$ cat config.mk
export PLATFORM = sky130hd
export DESIGN_NAME = x86_alu
export DESIGN_NICKNAME = d
export VERILOG_FILES = /design/src/design/alu_pkg.sv /design/src/design/alu_operand_if.sv /design/src/design/alu_scalar_unit.sv /design/src/design/alu_shift_unit.sv /design/src/design/alu_packed_unit.sv /design/src/design/alu_result_stage.sv /design/src/design/x86_alu.sv
export SDC_FILE = /design/constraint.sdc
export NUM_CORES = 1
export LEC_CHECK = 0
export BUFFER_PORTS_ARGS = -buffer_cell sky130_fd_sc_hd__clkbuf_2
export CELL_PAD_IN_SITES_DETAIL_PLACEMENT = 1
export CELL_PAD_IN_SITES_GLOBAL_PLACEMENT = 2
export CORE_MARGIN = 2
export CORE_UTILIZATION = 31
export CTS_BUF_LIST = sky130_fd_sc_hd__clkbuf_16
export CTS_CLUSTER_DIAMETER = 50
export CTS_CLUSTER_SIZE = 20
export DETAILED_ROUTE_END_ITERATION = 8
export PLACE_DENSITY_LB_ADDON = 0.1
export SKIP_LAST_GASP = 1
export SYNTH_ARGS = -nofsm -noshare
export SYNTH_HDL_FRONTEND = slang
export SYNTH_SLANG_ARGS = --single-unit
$ cat constraint.sdc
create_clock -name clk -period 5 [get_ports clk]
set_clock_uncertainty 0.2 [all_clocks]
set_input_delay 0 -clock clk [delete_from_list [all_inputs] [get_ports clk]]
set_output_delay 0 -clock clk [all_outputs]
set_load 0.02 [all_outputs]
$ cat src/design/alu_pkg.sv
package alu_pkg;

   // datapath
   localparam int word_w = 64;                 // full mmx-wide operand
   typedef logic [word_w-1:0] alu_word_t;

   // flag vector, same bit order as the core's eflags bus
   localparam int flag_w = 6;
   typedef logic [flag_w-1:0] eflags_t;

   localparam int flag_of = 5;
   localparam int flag_sf = 4;
   localparam int flag_zf = 3;
   localparam int flag_af = 2;
   localparam int flag_cf = 1;
   localparam int flag_pf = 0;                 // filled in by the result stage

   // shifts only honour the low count bits, as on a 32-bit x86
   localparam int shift_count_w = 5;

   // packed lanes
   localparam int lane16_n = 4;
   localparam int lane32_n = 2;
   localparam int lane16_w = word_w / lane16_n;
   localparam int lane32_w = word_w / lane32_n;

   // alu_op codes from decode, 3/5/14 left unused
   typedef enum logic [3:0] {
      alu_pass   = 4'd0,
      alu_add    = 4'd1,
      alu_and    = 4'd2,
      alu_mov    = 4'd4,
      alu_cmovc  = 4'd6,   // old jmp slot
      alu_not    = 4'd7,
      alu_or     = 4'd8,
      alu_paddw  = 4'd9,
      alu_paddd  = 4'd10,
      alu_pmaxsw = 4'd11,
      alu_sal    = 4'd12,
      alu_sar    = 4'd13,
      alu_pminsw = 4'd15   // spare code
   } alu_op_e;

   // operand size from decode, anything else is unsupported
   typedef enum logic [2:0] {
      ops_8  = 3'd1,
      ops_16 = 3'd2,
      ops_32 = 3'd3
   } opsize_e;

   // what one execution unit hands to the result stage
   typedef struct packed {
      alu_word_t result;   // zero-extended
      eflags_t   flags;    // only bits in mask may be set
      eflags_t   mask;     // flags this op writes
   } alu_result_t;

endpackage

$ cat src/design/alu_operand_if.sv
`timescale 1ns/1ps

// operands shared by the scalar, shift and packed units
interface alu_operand_if;

   alu_pkg::alu_word_t a;           // destination operand
   alu_pkg::alu_word_t b;           // source operand / shift count
   alu_pkg::opsize_e   opsize;
   alu_pkg::eflags_t   eflags_in;   // current flags, cmovc reads cf

   modport top_drv (
      output a, b, opsize, eflags_in
   );

   modport unit_src (
      input a, b, opsize, eflags_in
   );

endinterface

$ cat src/design/alu_scalar_unit.sv
`timescale 1ns/1ps

module alu_scalar_unit (
   alu_operand_if.unit_src        operands,
   input  alu_pkg::alu_op_e       alu_op,
   output alu_pkg::alu_result_t   res
);

   logic [31:0] size_mask;    // keeps the active operand bytes
   logic [4:0]  msb_idx;      // sign bit of the sized result
   logic [5:0]  carry_idx;    // carry-out position of the sized add
   logic        size_ok;

   logic [31:0] a_m;
   logic [31:0] b_m;
   logic [32:0] sum33;
   logic [31:0] sum_r;
   logic        add_cf;
   logic        add_af;
   logic        add_of;

   // operand size decode
   always_comb begin
      size_ok   = 1'b1;
      size_mask = 32'hffff_ffff;
      msb_idx   = 5'd31;
      carry_idx = 6'd32;
      case (operands.opsize)
         alu_pkg::ops_8: begin
            size_mask = 32'h0000_00ff;
            msb_idx   = 5'd7;
            carry_idx = 6'd8;
         end
         alu_pkg::ops_16: begin
            size_mask = 32'h0000_ffff;
            msb_idx   = 5'd15;
            carry_idx = 6'd16;
         end
         alu_pkg::ops_32: ;               // defaults above
         default: begin
            size_ok   = 1'b0;             // result forced to zero below
            size_mask = '0;
         end
      endcase
   end

   assign a_m = operands.a[31:0] & size_mask;
   assign b_m = operands.b[31:0] & size_mask;

   // one 33-bit adder serves all three sizes, upper bits are zero
   assign sum33  = {1'b0, a_m} + {1'b0, b_m};
   assign sum_r  = sum33[31:0] & size_mask;   // drop the carry for 8/16
   assign add_cf = sum33[carry_idx];
   assign add_af = a_m[4] ^ b_m[4] ^ sum33[4];  // carry into bit 4
   // same-sign operands giving opposite-sign sum
   assign add_of = (a_m[msb_idx] == b_m[msb_idx]) && (sum33[msb_idx] != a_m[msb_idx]);

   always_comb begin
      res = '0;
      case (alu_op)
         alu_pkg::alu_add: begin
            res.result                  = {32'b0, sum_r};
            res.mask                    = '1;
            res.flags[alu_pkg::flag_of] = add_of;
            res.flags[alu_pkg::flag_af] = add_af;
            res.flags[alu_pkg::flag_cf] = add_cf;
         end
         alu_pkg::alu_and, alu_pkg::alu_or: begin
            res.result = (alu_op == alu_pkg::alu_and) ? {32'b0, a_m & b_m}
                                                      : {32'b0, a_m | b_m};
            res.mask   = '1;
            res.mask[alu_pkg::flag_af] = 1'b0;     // af left alone, of/cf cleared
         end
         alu_pkg::alu_not: res.result = {32'b0, ~a_m & size_mask};   // no flags
         alu_pkg::alu_pass: res.result = operands.a;
         alu_pkg::alu_mov: res.result = operands.b;
         alu_pkg::alu_cmovc: begin
            // move only when cf is set, else keep destination
            res.result = operands.eflags_in[alu_pkg::flag_cf] ? operands.b : operands.a;
         end
         default: ;
      endcase

      // sf/zf from the sized result wherever the op writes them
      if (res.mask[alu_pkg::flag_sf])
         res.flags[alu_pkg::flag_sf] = res.result[msb_idx];
      if (res.mask[alu_pkg::flag_zf])
         res.flags[alu_pkg::flag_zf] = (res.result == '0);

      if (!size_ok)
         res = '0;
   end

endmodule

$ cat src/design/alu_shift_unit.sv
`timescale 1ns/1ps

module alu_shift_unit (
   alu_operand_if.unit_src        operands,
   input  alu_pkg::alu_op_e       alu_op,
   output alu_pkg::alu_result_t   res
);

   logic [alu_pkg::shift_count_w-1:0] count;   // upper count bits ignored
   logic [31:0]        a32;
   logic [32:0]        sal_wide;   // bit 32 catches the last bit out
   logic signed [32:0] sar_wide;   // bit 0 catches the last bit out
   logic [31:0]        shf_r;
   logic               shf_cf;
   logic               is_shift;

   assign count = operands.b[alu_pkg::shift_count_w-1:0];
   assign a32   = operands.a[31:0];

   assign sal_wide = {1'b0, a32} << count;
   assign sar_wide = $signed({a32, 1'b0}) >>> count;

   assign is_shift = (alu_op == alu_pkg::alu_sal) || (alu_op == alu_pkg::alu_sar);
   assign shf_r    = (alu_op == alu_pkg::alu_sal) ? sal_wide[31:0] : sar_wide[32:1];
   assign shf_cf   = (alu_op == alu_pkg::alu_sal) ? sal_wide[32] : sar_wide[0];

   always_comb begin
      res = '0;
      if (is_shift) begin
         res.result = {32'b0, shf_r};   // count 0 leaves a unchanged
         if (count != '0) begin
            res.mask[alu_pkg::flag_sf] = 1'b1;
            res.mask[alu_pkg::flag_zf] = 1'b1;
            res.mask[alu_pkg::flag_cf] = 1'b1;
            res.mask[alu_pkg::flag_pf] = 1'b1;
            res.mask[alu_pkg::flag_of] = (count == 1);   // of defined for 1-bit shifts only

            res.flags[alu_pkg::flag_sf] = shf_r[31];
            res.flags[alu_pkg::flag_zf] = (shf_r == '0);
            res.flags[alu_pkg::flag_cf] = shf_cf;
            // sal: msb xor cf, sar: always 0
            if (count == 1 && alu_op == alu_pkg::alu_sal)
               res.flags[alu_pkg::flag_of] = shf_r[31] ^ shf_cf;
         end
      end
   end

endmodule

$ cat src/design/alu_packed_unit.sv
`timescale 1ns/1ps

module alu_packed_unit (
   alu_operand_if.unit_src        operands,
   input  alu_pkg::alu_op_e       alu_op,
   output alu_pkg::alu_result_t   res
);

   alu_pkg::alu_word_t paddw_r;
   alu_pkg::alu_word_t paddd_r;
   alu_pkg::alu_word_t pmax_r;
   alu_pkg::alu_word_t pmin_r;

   // word lanes, add wraps inside the lane
   for (genvar i = 0; i < alu_pkg::lane16_n; i++) begin : g_lane16
      logic a_gt;   // signed a > b for this lane
      assign a_gt = $signed(operands.a[i*alu_pkg::lane16_w +: alu_pkg::lane16_w]) >
                    $signed(operands.b[i*alu_pkg::lane16_w +: alu_pkg::lane16_w]);
      assign paddw_r[i*alu_pkg::lane16_w +: alu_pkg::lane16_w] =
         operands.a[i*alu_pkg::lane16_w +: alu_pkg::lane16_w] +
         operands.b[i*alu_pkg::lane16_w +: alu_pkg::lane16_w];
      assign pmax_r[i*alu_pkg::lane16_w +: alu_pkg::lane16_w] = a_gt ?
         operands.a[i*alu_pkg::lane16_w +: alu_pkg::lane16_w] :
         operands.b[i*alu_pkg::lane16_w +: alu_pkg::lane16_w];
      assign pmin_r[i*alu_pkg::lane16_w +: alu_pkg::lane16_w] = a_gt ?
         operands.b[i*alu_pkg::lane16_w +: alu_pkg::lane16_w] :
         operands.a[i*alu_pkg::lane16_w +: alu_pkg::lane16_w];
   end

   // dword lanes
   for (genvar j = 0; j < alu_pkg::lane32_n; j++) begin : g_lane32
      assign paddd_r[j*alu_pkg::lane32_w +: alu_pkg::lane32_w] =
         operands.a[j*alu_pkg::lane32_w +: alu_pkg::lane32_w] +
         operands.b[j*alu_pkg::lane32_w +: alu_pkg::lane32_w];
   end

   always_comb begin
      res = '0;   // packed ops never touch flags
      case (alu_op)
         alu_pkg::alu_paddw:  res.result = paddw_r;
         alu_pkg::alu_paddd:  res.result = paddd_r;
         alu_pkg::alu_pmaxsw: res.result = pmax_r;
         alu_pkg::alu_pminsw: res.result = pmin_r;
         default: ;
      endcase
   end

endmodule

$ cat src/design/alu_result_stage.sv
`timescale 1ns/1ps

module alu_result_stage (
   input  logic                   clk,
   input  logic                   rst_n,
   input  alu_pkg::alu_op_e       alu_op,
   input  alu_pkg::alu_result_t   scalar_res,
   input  alu_pkg::alu_result_t   shift_res,
   input  alu_pkg::alu_result_t   packed_res,
   output alu_pkg::alu_word_t     alu_out,
   output alu_pkg::eflags_t       eflags_out,
   output alu_pkg::eflags_t       set_eflags
);

   alu_pkg::alu_result_t sel;

   always_comb begin
      case (alu_op)
         alu_pkg::alu_pass, alu_pkg::alu_add, alu_pkg::alu_and, alu_pkg::alu_mov,
         alu_pkg::alu_cmovc, alu_pkg::alu_not, alu_pkg::alu_or:
            sel = scalar_res;
         alu_pkg::alu_sal, alu_pkg::alu_sar:
            sel = shift_res;
         alu_pkg::alu_paddw, alu_pkg::alu_paddd, alu_pkg::alu_pmaxsw,
         alu_pkg::alu_pminsw:
            sel = packed_res;
         default: sel = '0;   // unused codes retire as a nop
      endcase
      // pf is even parity of the low result byte
      if (sel.mask[alu_pkg::flag_pf])
         sel.flags[alu_pkg::flag_pf] = ~^sel.result[7:0];
   end

   // single output register, one op per cycle
   always_ff @(posedge clk) begin
      if (!rst_n) begin
         alu_out    <= '0;
         eflags_out <= '0;
         set_eflags <= '0;
      end else begin
         alu_out    <= sel.result;
         eflags_out <= sel.flags;
         set_eflags <= sel.mask;
      end
   end

endmodule

$ cat src/design/x86_alu.sv
`timescale 1ns/1ps

module x86_alu (
   input  logic                clk,
   input  logic                rst_n,
   input  alu_pkg::alu_word_t  a,
   input  alu_pkg::alu_word_t  b,
   input  alu_pkg::eflags_t    eflags_in,
   input  alu_pkg::opsize_e    opsize,
   input  alu_pkg::alu_op_e    alu_op,
   output alu_pkg::alu_word_t  alu_out,
   output alu_pkg::eflags_t    eflags_out,
   output alu_pkg::eflags_t    set_eflags
);

   alu_pkg::alu_result_t scalar_res;
   alu_pkg::alu_result_t shift_res;
   alu_pkg::alu_result_t packed_res;

   alu_operand_if operands ();

   // plain ports onto the shared operand bundle
   assign operands.a         = a;
   assign operands.b         = b;
   assign operands.opsize    = opsize;
   assign operands.eflags_in = eflags_in;

   alu_scalar_unit scalar_i (
      .operands (operands),
      .alu_op   (alu_op),
      .res      (scalar_res)
   );

   alu_shift_unit shift_i (
      .operands (operands),
      .alu_op   (alu_op),
      .res      (shift_res)
   );

   alu_packed_unit packed_i (
      .operands (operands),
      .alu_op   (alu_op),
      .res      (packed_res)
   );

   alu_result_stage result_i (
      .clk        (clk),
      .rst_n      (rst_n),
      .alu_op     (alu_op),
      .scalar_res (scalar_res),
      .shift_res  (shift_res),
      .packed_res (packed_res),
      .alu_out    (alu_out),
      .eflags_out (eflags_out),
      .set_eflags (set_eflags)
   );

endmodule

==> summary.txt, run 1 <==
Worst setup path
  • Worst setup SP type: primary input
  • Critical path class: primary input to flip-flop
  • Critical Path AT: between 4 and 5 ns
  • WP data required: approximately 5.0 ns
  • CP Capture Type: flip-flop
  • CP Max Fanout: 8

Routing
  • Vias post-DR: 21.5k
  • Routed len/inst: around 27 µm
  • Post-route ant nets: 0
  • DRC: 0
  • TritonRoute pass-1 iters: 5
  • Detailed Route Iter0 Violations: 1838
  • Vias per cell: 6.02
  • DRT Wirelength: ~95 mm

Timing
  • Fin Setup TNS: 0 ns
  • Final period util: between 90 and 100%
  • Max-slew headroom: 23.8%
  • Endpoints failing setup: 0
  • Fin crit period: between 4 and 5 ns
  • Setup slack after layout: about 0.16 ns
  • Max Slew Vio Count: 0
  • Max Freq: a little over 200 MHz
  • Hold Vio Cnt, Final: 0
  • Slew @ Worst Pin: approximately 1.1 ns
  • RSZ-0062 raised after global routing: yes

Clocking
  • CTS Buffer Depth: 2
  • TritonCTS Buffers: 9
  • H-tree levels: 3
  • Root Buffer: clkbuf_16
  • Clock Pin Slew Worst Setup and Hold Paths: 0.08 ns
  • Clock sink count: 73
  • Clock tree from TritonCTS: yes

Cells and area
  • Finished Cell Area: around 21000 µm²
  • Layout cell share with drive strength beyond 1: roughly 16%
  • Antenna cells: 0
  • Final nets: about 3.1k
  • Non-Filler Instances: approximately 3.6k
  • Layout area overhead: 18.6%

Yosys
  • Top-count cell post-synth: nand2_1
  • Largest area contributor in the netlist: ha_1
  • Unique masters post-synth: 93
  • Ys async rst share: 0%
  • Seq cells post-synth: 73
  • Main flop type after synthesis: dfxtp_1
  • Post-synth EDFFs: 0
  • Synthesized Nets: 2919
  • Ys Warns: 0
  • Post-Syn Area: ~18000 µm²
  • Avg Cell Area, Syn: 6.83 µm²
  • Top post-synthesis cells by count: 281 x nand2_1, 252 x nor2_1, 225 x a21oi_1
  • Synth top area cells: ha_1 13%, dfxtp_1 8.3%, a21oi_1 6.4%, mux2i_1 6.1%, nand2_1 6.0%
  • Syn Inst Count: approximately 2.6k
  • Sequential fraction of the synthesis area: between 8 and 9%
  • Synth top area share: between 10% and 20%

Die
  • Die area: 58800 µm²
  • Initial Utilization: a little under a third
  • Site Rows: just under 90
  • Die height: 242 µm
  • Die W: 242 µm
  • Ports: 219
  • Core ar.: between 50000 and 60000 µm²

GRT
  • GRT Total Usage: 31.2%
  • Vias in the first global route: between 20k and 25k
  • First-pass GRT wire length: roughly 140 mm
  • Pin count of the biggest net entering global routing: 82
  • Grt total ovfl: 0
  • Initial antenna violation count: 5

Placement
  • Port bufs: around 210
  • Dpl cell area: a little under 20000 µm²
  • Dpl hpwl: between 70 and 80 mm
  • # placed instances: approximately 3.5k
  • Pre-CTS WS: 0.207 ns
  • Final GP Congestion: 0.934

Pwr
  • Max VDD drop: about 190 µV
  • Pint: ~1800 µW
  • Lkg Pwr: 0.00938 µW
  • PD cells: ~170 nW/µm²
  • Clock power share: 19.5%
  • Part of the power in registers: about 18%
  • Logic gate share of total power: ~63%
  • Switching part of the total: ~50%
  • Sw power: ~1800 µW

Hold path
  • WHS Path Cells: 4
  • Hold path startpoint: a[33]
  • Hold endpoint: result_i.alu_out[33]$_SDFF_PN0_
  • Worst hold path type: primary input to flip-flop

Status
  • Run status: finished clean

Job
  • Number of max-cap violations: 0
[layout make-up]
type                            instances  area, µm²
Clock buffer                            9        225
Tap cell                              756        946
Clock inverter                          7       46.3
Inverter                              199        747
Sequential cell                        73       1460
Multi-Input combinational cell       2110      14700
Timing Repair Buffer                  415       2810
Fill cell                            7127      35400
[flip-flops by register name (all words and copies together), names as in the netlist]
signal and count:
result_i.alu_out 64, result_i.eflags_out 6, result_i.set_eflags 3
[metrics by stage]
step	total power (µW)	hold slack [ns]	utilization, %
2_1_floorplan	1970	-0.0718	-
3_3_place_gp	2730	0.0705	35.1
3_5_place_dp	2760	0.0769	35.1
4_1_cts	3560	0.00281	37.0
5_1_grt	3780	0.0248	37.2
6_report	3590	0.000937	37.2
[kinds of logic (layout without fill, tap and decap cells)]
| family | Yosys count | count (layout) | synth area share, % |
|---|---|---|---|
| compound gates | 863 | 863 | 32.3 |
| xor+xnor | 103 | 103 | 5.30 |
| fa+ha+maj | 194 | 194 | 14.0 |
| buf+inv | 399 | 630 | 8.94 |
| flops | 73 | 73 | 8.29 |
| mux | 165 | 165 | 10.6 |
| simple gates | 785 | 785 | 20.5 |
[worst max-delay path, stage by stage]
cell	delay (ns)
dlygate4sd3_1	0.55
clkbuf_2	0.19
inv_1	0.06
ha_1	0.31
nor2b_1	0.15
o21a_1	0.12
o21a_1	0.12
o21ai_0	0.08
a21oi_1	0.17
o211ai_1	0.14
a211o_1	0.36
a221oi_2	0.43
xnor2_4	0.26
buf_4	0.27
mux2_2	0.35
dlygate4sd3_1	0.57
a21oi_1	0.14
dlygate4sd3_1	0.56
nor2_1	0.06
[per-layer routing]
layer / vias to the layer above / global-route usage [%] / routed length (µm)
met5: - / 0 / 13
met4: 2 / 7.99 / 2240
met3: 123 / 3.62 / 5820
met2: 777 / 50.4 / 42800
met1: 10800 / 43.7 / 43900
li1: 9799 / - / -
[power groups by stage]
stage                     Sequential, µW  Clock [µW]  Combinational (µW)
after CTS                            628         722                2210
final                                627         700                2260
after global routing                 630         736                2420
after floorplan                      682           0                1290
after global placement               640           0                2090
after detailed placement             641           0                2120
[cells in the final DEF, fill, tap and decap left out, types with 13 or more instances in the layout]
cell type,n
nor2_1,251
a31oi_1,25
clkbuf_2,211
xor2_1,22
o21a_1,16
nor4_1,22
o211ai_1,27
nand2b_1,35
o31ai_1,22
nand4_1,27
nor2b_1,20
a21o_1,24
mux2i_1,107
buf_4,121
mux4_2,13
ha_1,189
a21oi_1,225
mux2_2,44
dlygate4sd3_1,82
o21ai_0,170
inv_1,198
a22oi_1,38
nor3_1,29
a221oi_1,40
nand3_1,28
a211oi_1,33
and3_1,13
xnor2_1,77
a221o_1,17
o22ai_1,66
nand2_1,280
dfxtp_1,73
and2_1,21
a222oi_1,15
o21bai_1,35
[worst max-delay path by stage]
stage                         start  slack (ns)                                 to  cells after the start
after floorplan                b[3]        0.08  result_i.eflags_out[3]$_SDFF_PN0_                     20
after global placement    opsize[2]        0.26  result_i.eflags_out[3]$_SDFF_PN0_                     18
after detailed placement  opsize[2]        0.21  result_i.eflags_out[3]$_SDFF_PN0_                     16
after CTS                 opsize[2]        0.04  result_i.eflags_out[3]$_SDFF_PN0_                     17
after global routing      opsize[2]       -0.10  result_i.eflags_out[3]$_SDFF_PN0_                     19
final                         b[33]        0.16    result_i.alu_out[34]$_SDFF_PN0_                     19
[timing repair]
item,CTS,global route
endpoints found under the hold margin,40,0
endpoints found under the setup margin,0,16
resized for setup,0,8
hold buffers,82,0
buffers inserted,0,3
(Power assumes the default switching activity.)
==> inputs of run 2 (changes only) <==
--- a/config.mk
+++ b/config.mk
@@ -5,7 +5,7 @@
 export SDC_FILE = /design/constraint.sdc
 export NUM_CORES = 1
 export LEC_CHECK = 0
-export BUFFER_PORTS_ARGS = -buffer_cell sky130_fd_sc_hd__clkbuf_2
+export BUFFER_PORTS_ARGS = -buffer_cell sky130_fd_sc_hd__buf_2
 export CELL_PAD_IN_SITES_DETAIL_PLACEMENT = 1
 export CELL_PAD_IN_SITES_GLOBAL_PLACEMENT = 2
 export CORE_MARGIN = 2
==> summary.txt, run 2 (synthesized netlist as in run 1, its figures left out) <==
Clocking
  • Clock tree from TritonCTS: yes (unchanged)
  • H-tree levels: 3 (unchanged)
  • TritonCTS Buffers: 9 (unchanged)
  • Post-CTS Repair Setup Buffers: 0 (unchanged)
  • Root Buffer: clkbuf_16 (unchanged)
  • CTS Buffer Depth: 2 (unchanged)
  • Clock Pin Slew Worst Setup and Hold Paths: 0.08 ns (about the same)
  • Clock sink count: 73 (unchanged)

Hold path
  • Hold endpoint: result_i.alu_out[36]$_SDFF_PN0_ (was result_i.alu_out[33]$_SDFF_PN0_)
  • WHS Path Cells: 5 (was 4)
  • Worst hold path type: primary input to flip-flop (unchanged)
  • Hold path startpoint: a[36] (was a[33])

GRT
  • First-pass GRT wire length: 142 mm (was 140 mm)
  • Pin count of the biggest net entering global routing: 84 (was 82)
  • Vias in the first global route: 21.6k (was 21.4k)
  • GRT Total Usage: 31.7% (was 31.2%)
  • Initial antenna violation count: 0 (was 5)
  • Grt total ovfl: 0 (unchanged)

Timing
  • Fin crit period: 4.66 ns (was 4.84 ns)
  • Hold_ws: -0.00161 ns (was 0.000937 ns)
  • Hold Vio Cnt, Final: 1 (was 0)
  • Endpoints failing setup: 0 (unchanged)
  • Setup slack after layout: 0.337 ns (was 0.159 ns)
  • Final period util: 93.3% (was 96.8%)
  • Max-slew headroom: 17.9% (was 23.8%)
  • RSZ-0062 raised after global routing: no (was yes)
  • Max Slew Vio Count: 0 (unchanged)
  • Max Freq: 214 MHz (was 207 MHz)
  • Slew @ Worst Pin: 1.22 ns (was 1.13 ns)

Cells and area
  • Commonest non-fill, non-tap cell in the layout: nand2_1 (unchanged)
  • Largest registers: result_i.alu_out (64), result_i.eflags_out (6), result_i.set_eflags (3) (unchanged)
  • Layout cell share with drive strength beyond 1: 14.8% (was 15.8%)
  • Max reg flops: 64 (unchanged)
  • Largest register by flop count: result_i.alu_out (unchanged)
  • Final core occ: 37.0% (was 37.2%)
  • Layout area overhead: 18.3% (was 18.6%)
  • Final nets: 3128 (was 3145)
  • Most frequent cells in the layout: 280 x nand2_1, 251 x nor2_1, 225 x a21oi_1, 211 x buf_2, 198 x inv_1 (was 280 x nand2_1, 251 x nor2_1, 225 x a21oi_1, 211 x clkbuf_2, 198 x inv_1)
  • Antenna cells: 0 (unchanged)

Worst setup path
  • CP Cell Sequence: dlygate4sd3_1 > buf_2 > inv_1 > nor2_1 > inv_1 > ha_1 > nand2_1 > o31ai_1 > buf_4 > o21ai_0 > xor2_1 > o21ai_0 > nor4_1 > nand4b_1 > or4_1 > nor4_1 > nor4b_2 > nand4_1 > o32ai_1 (was dlygate4sd3_1 > clkbuf_2 > inv_1 > ha_1 > nor2b_1 > o21a_1 > o21a_1 > o21ai_0 > a21oi_1 > o211ai_1 > a211o_1 > a221oi_2 > xnor2_4 > buf_4 > mux2_2 > dlygate4sd3_1 > a21oi_1 > dlygate4sd3_1 > nor2_1)
  • Worst setup SP type: primary input (unchanged)
  • WP data required: 5.11 ns (was 5.04 ns)
  • Critical Path AT: 4.77 ns (was 4.89 ns)
  • Crit-path slowest cell: or4_1 (was dlygate4sd3_1)
  • CP Capture Type: flip-flop (unchanged)
  • Critical path class: primary input to flip-flop (unchanged)
  • Slowest cell delay on critical path: 0.58 ns (was 0.57 ns)
  • CP Max Fanout: 5 (was 8)

Routing
  • DRC: 0 (unchanged)
  • Detailed Route Iter0 Violations: 1714 (was 1838)
  • Vias post-DR: 21.3k (was 21.5k)
  • TritonRoute pass-1 iters: 6 (was 5)
  • Vias per cell: 6.00 (was 6.02)
  • Post-route ant nets: 0 (unchanged)
  • DRT Wirelength: 96.3 mm (was 94.8 mm)
  • Routed len/inst: 27.1 µm (was 26.6 µm)

Die
  • Die area: 58800 µm² (unchanged)
  • Die height: 242 µm (unchanged)
  • Core ar.: 56300 µm² (unchanged)
  • Die W: 242 µm (unchanged)
  • Ports: 219 (unchanged)
  • Site Rows: 87 (unchanged)
  • Initial Utilization: 31.3% (unchanged)

Placement
  • Dpl hpwl: 73.9 mm (was 73.4 mm)
  • Port bufs: 213 (unchanged)
  • Final GP Congestion: 0.951 (was 0.934)
  • Pre-CTS WS: -0.0997 ns (was 0.207 ns)

Job
  • Number of max-cap violations: 0 (unchanged)

Pwr
  • Lkg Pwr: 0.00935 µW (was 0.00938 µW)
  • Max VDD drop: 213 µV (was 191 µV)
  • PD cells: 180 nW/µm² (was 172 nW/µm²)
  • Final Power: 3760 µW (was 3590 µW)

Status
  • Run status: complete, but fails checks (was finished clean)
  • Failing checks: negative hold slack
-- run 2: routing by layer --
metal | vias up | GRT usage [%] | share of wire (%)
li1 | 9771 | - | -
met1 | 10700 | 44.3 | 47
met2 | 698 | 51.7 | 46
met3 | 103 | 3.84 | 6.0
met4 | 0 | 7.24 | 1.7
met5 | - | 0 | 0
-- run 2: layout make-up --
| type | instances | area [µm²] |
|---|---|---|
| clock buffer | 9 | 225 |
| clock inverter | 7 | 119 |
| fill | 7172 | 35400 |
| inverter | 199 | 747 |
| multi-input combinational | 2110 | 14600 |
| sequential | 73 | 1460 |
| tap | 756 | 946 |
| timing repair buffer | 398 | 2710 |
-- run 2: where the power goes --
part | internal, µW | switching, µW | total (µW) | leakage, µW
combinational | 835 | 1420 | 2250 | 0.00859
sequential | 615 | 12.6 | 628 | 0.000594
clock | 490 | 387 | 877 | 0.000167
-- run 2: per-stage QoR --
stage                     hold slack [ns]  setup TNS [ns]  instance area, µm²  cells
final                            -0.00161               0               20800   3552
after global routing               0.0403               0               20800   3552
after CTS                         0.00544               0               20800   3552
after detailed placement           0.0761         -0.0997               19600   3443
after global placement             0.0708               0               19600   3443
after floorplan                   -0.0718               0               17600   2582
-- run 2: how the worst max path moves through the flow --
stage,start,endpoint,cells past startpoint,slack [ns]
6_report,b[7],result_i.eflags_out[3]$_SDFF_PN0_,19,0.34
5_1_grt,a[57],result_i.alu_out[58]$_SDFF_PN0_,15,0.04
4_1_cts,a[33],result_i.alu_out[32]$_SDFF_PN0_,17,0.001
3_5_place_dp,opsize[2],result_i.eflags_out[3]$_SDFF_PN0_,16,-0.1
3_3_place_gp,opsize[2],result_i.eflags_out[3]$_SDFF_PN0_,16,0.08
2_1_floorplan,b[3],result_i.eflags_out[3]$_SDFF_PN0_,20,0.08
-- run 2: critical path: cells and delay by family --
kind / cells / cell delay [ns]
xor gates and xnor gates: 1 / 0.22
AOI/OAI and AO/OA: 4 / 0.97
adders and majority gates: 1 / 0.30
buffers and inverters: 5 / 1.09
and+or+nand+nor: 8 / 2.18
-- run 2: timing repair --
item / CTS / global route
setup endpoints to repair: 0 / 5
hold endpoints to repair: 43 / 0
hold buffers: 93 / 0
gates resized for setup: 0 / 3
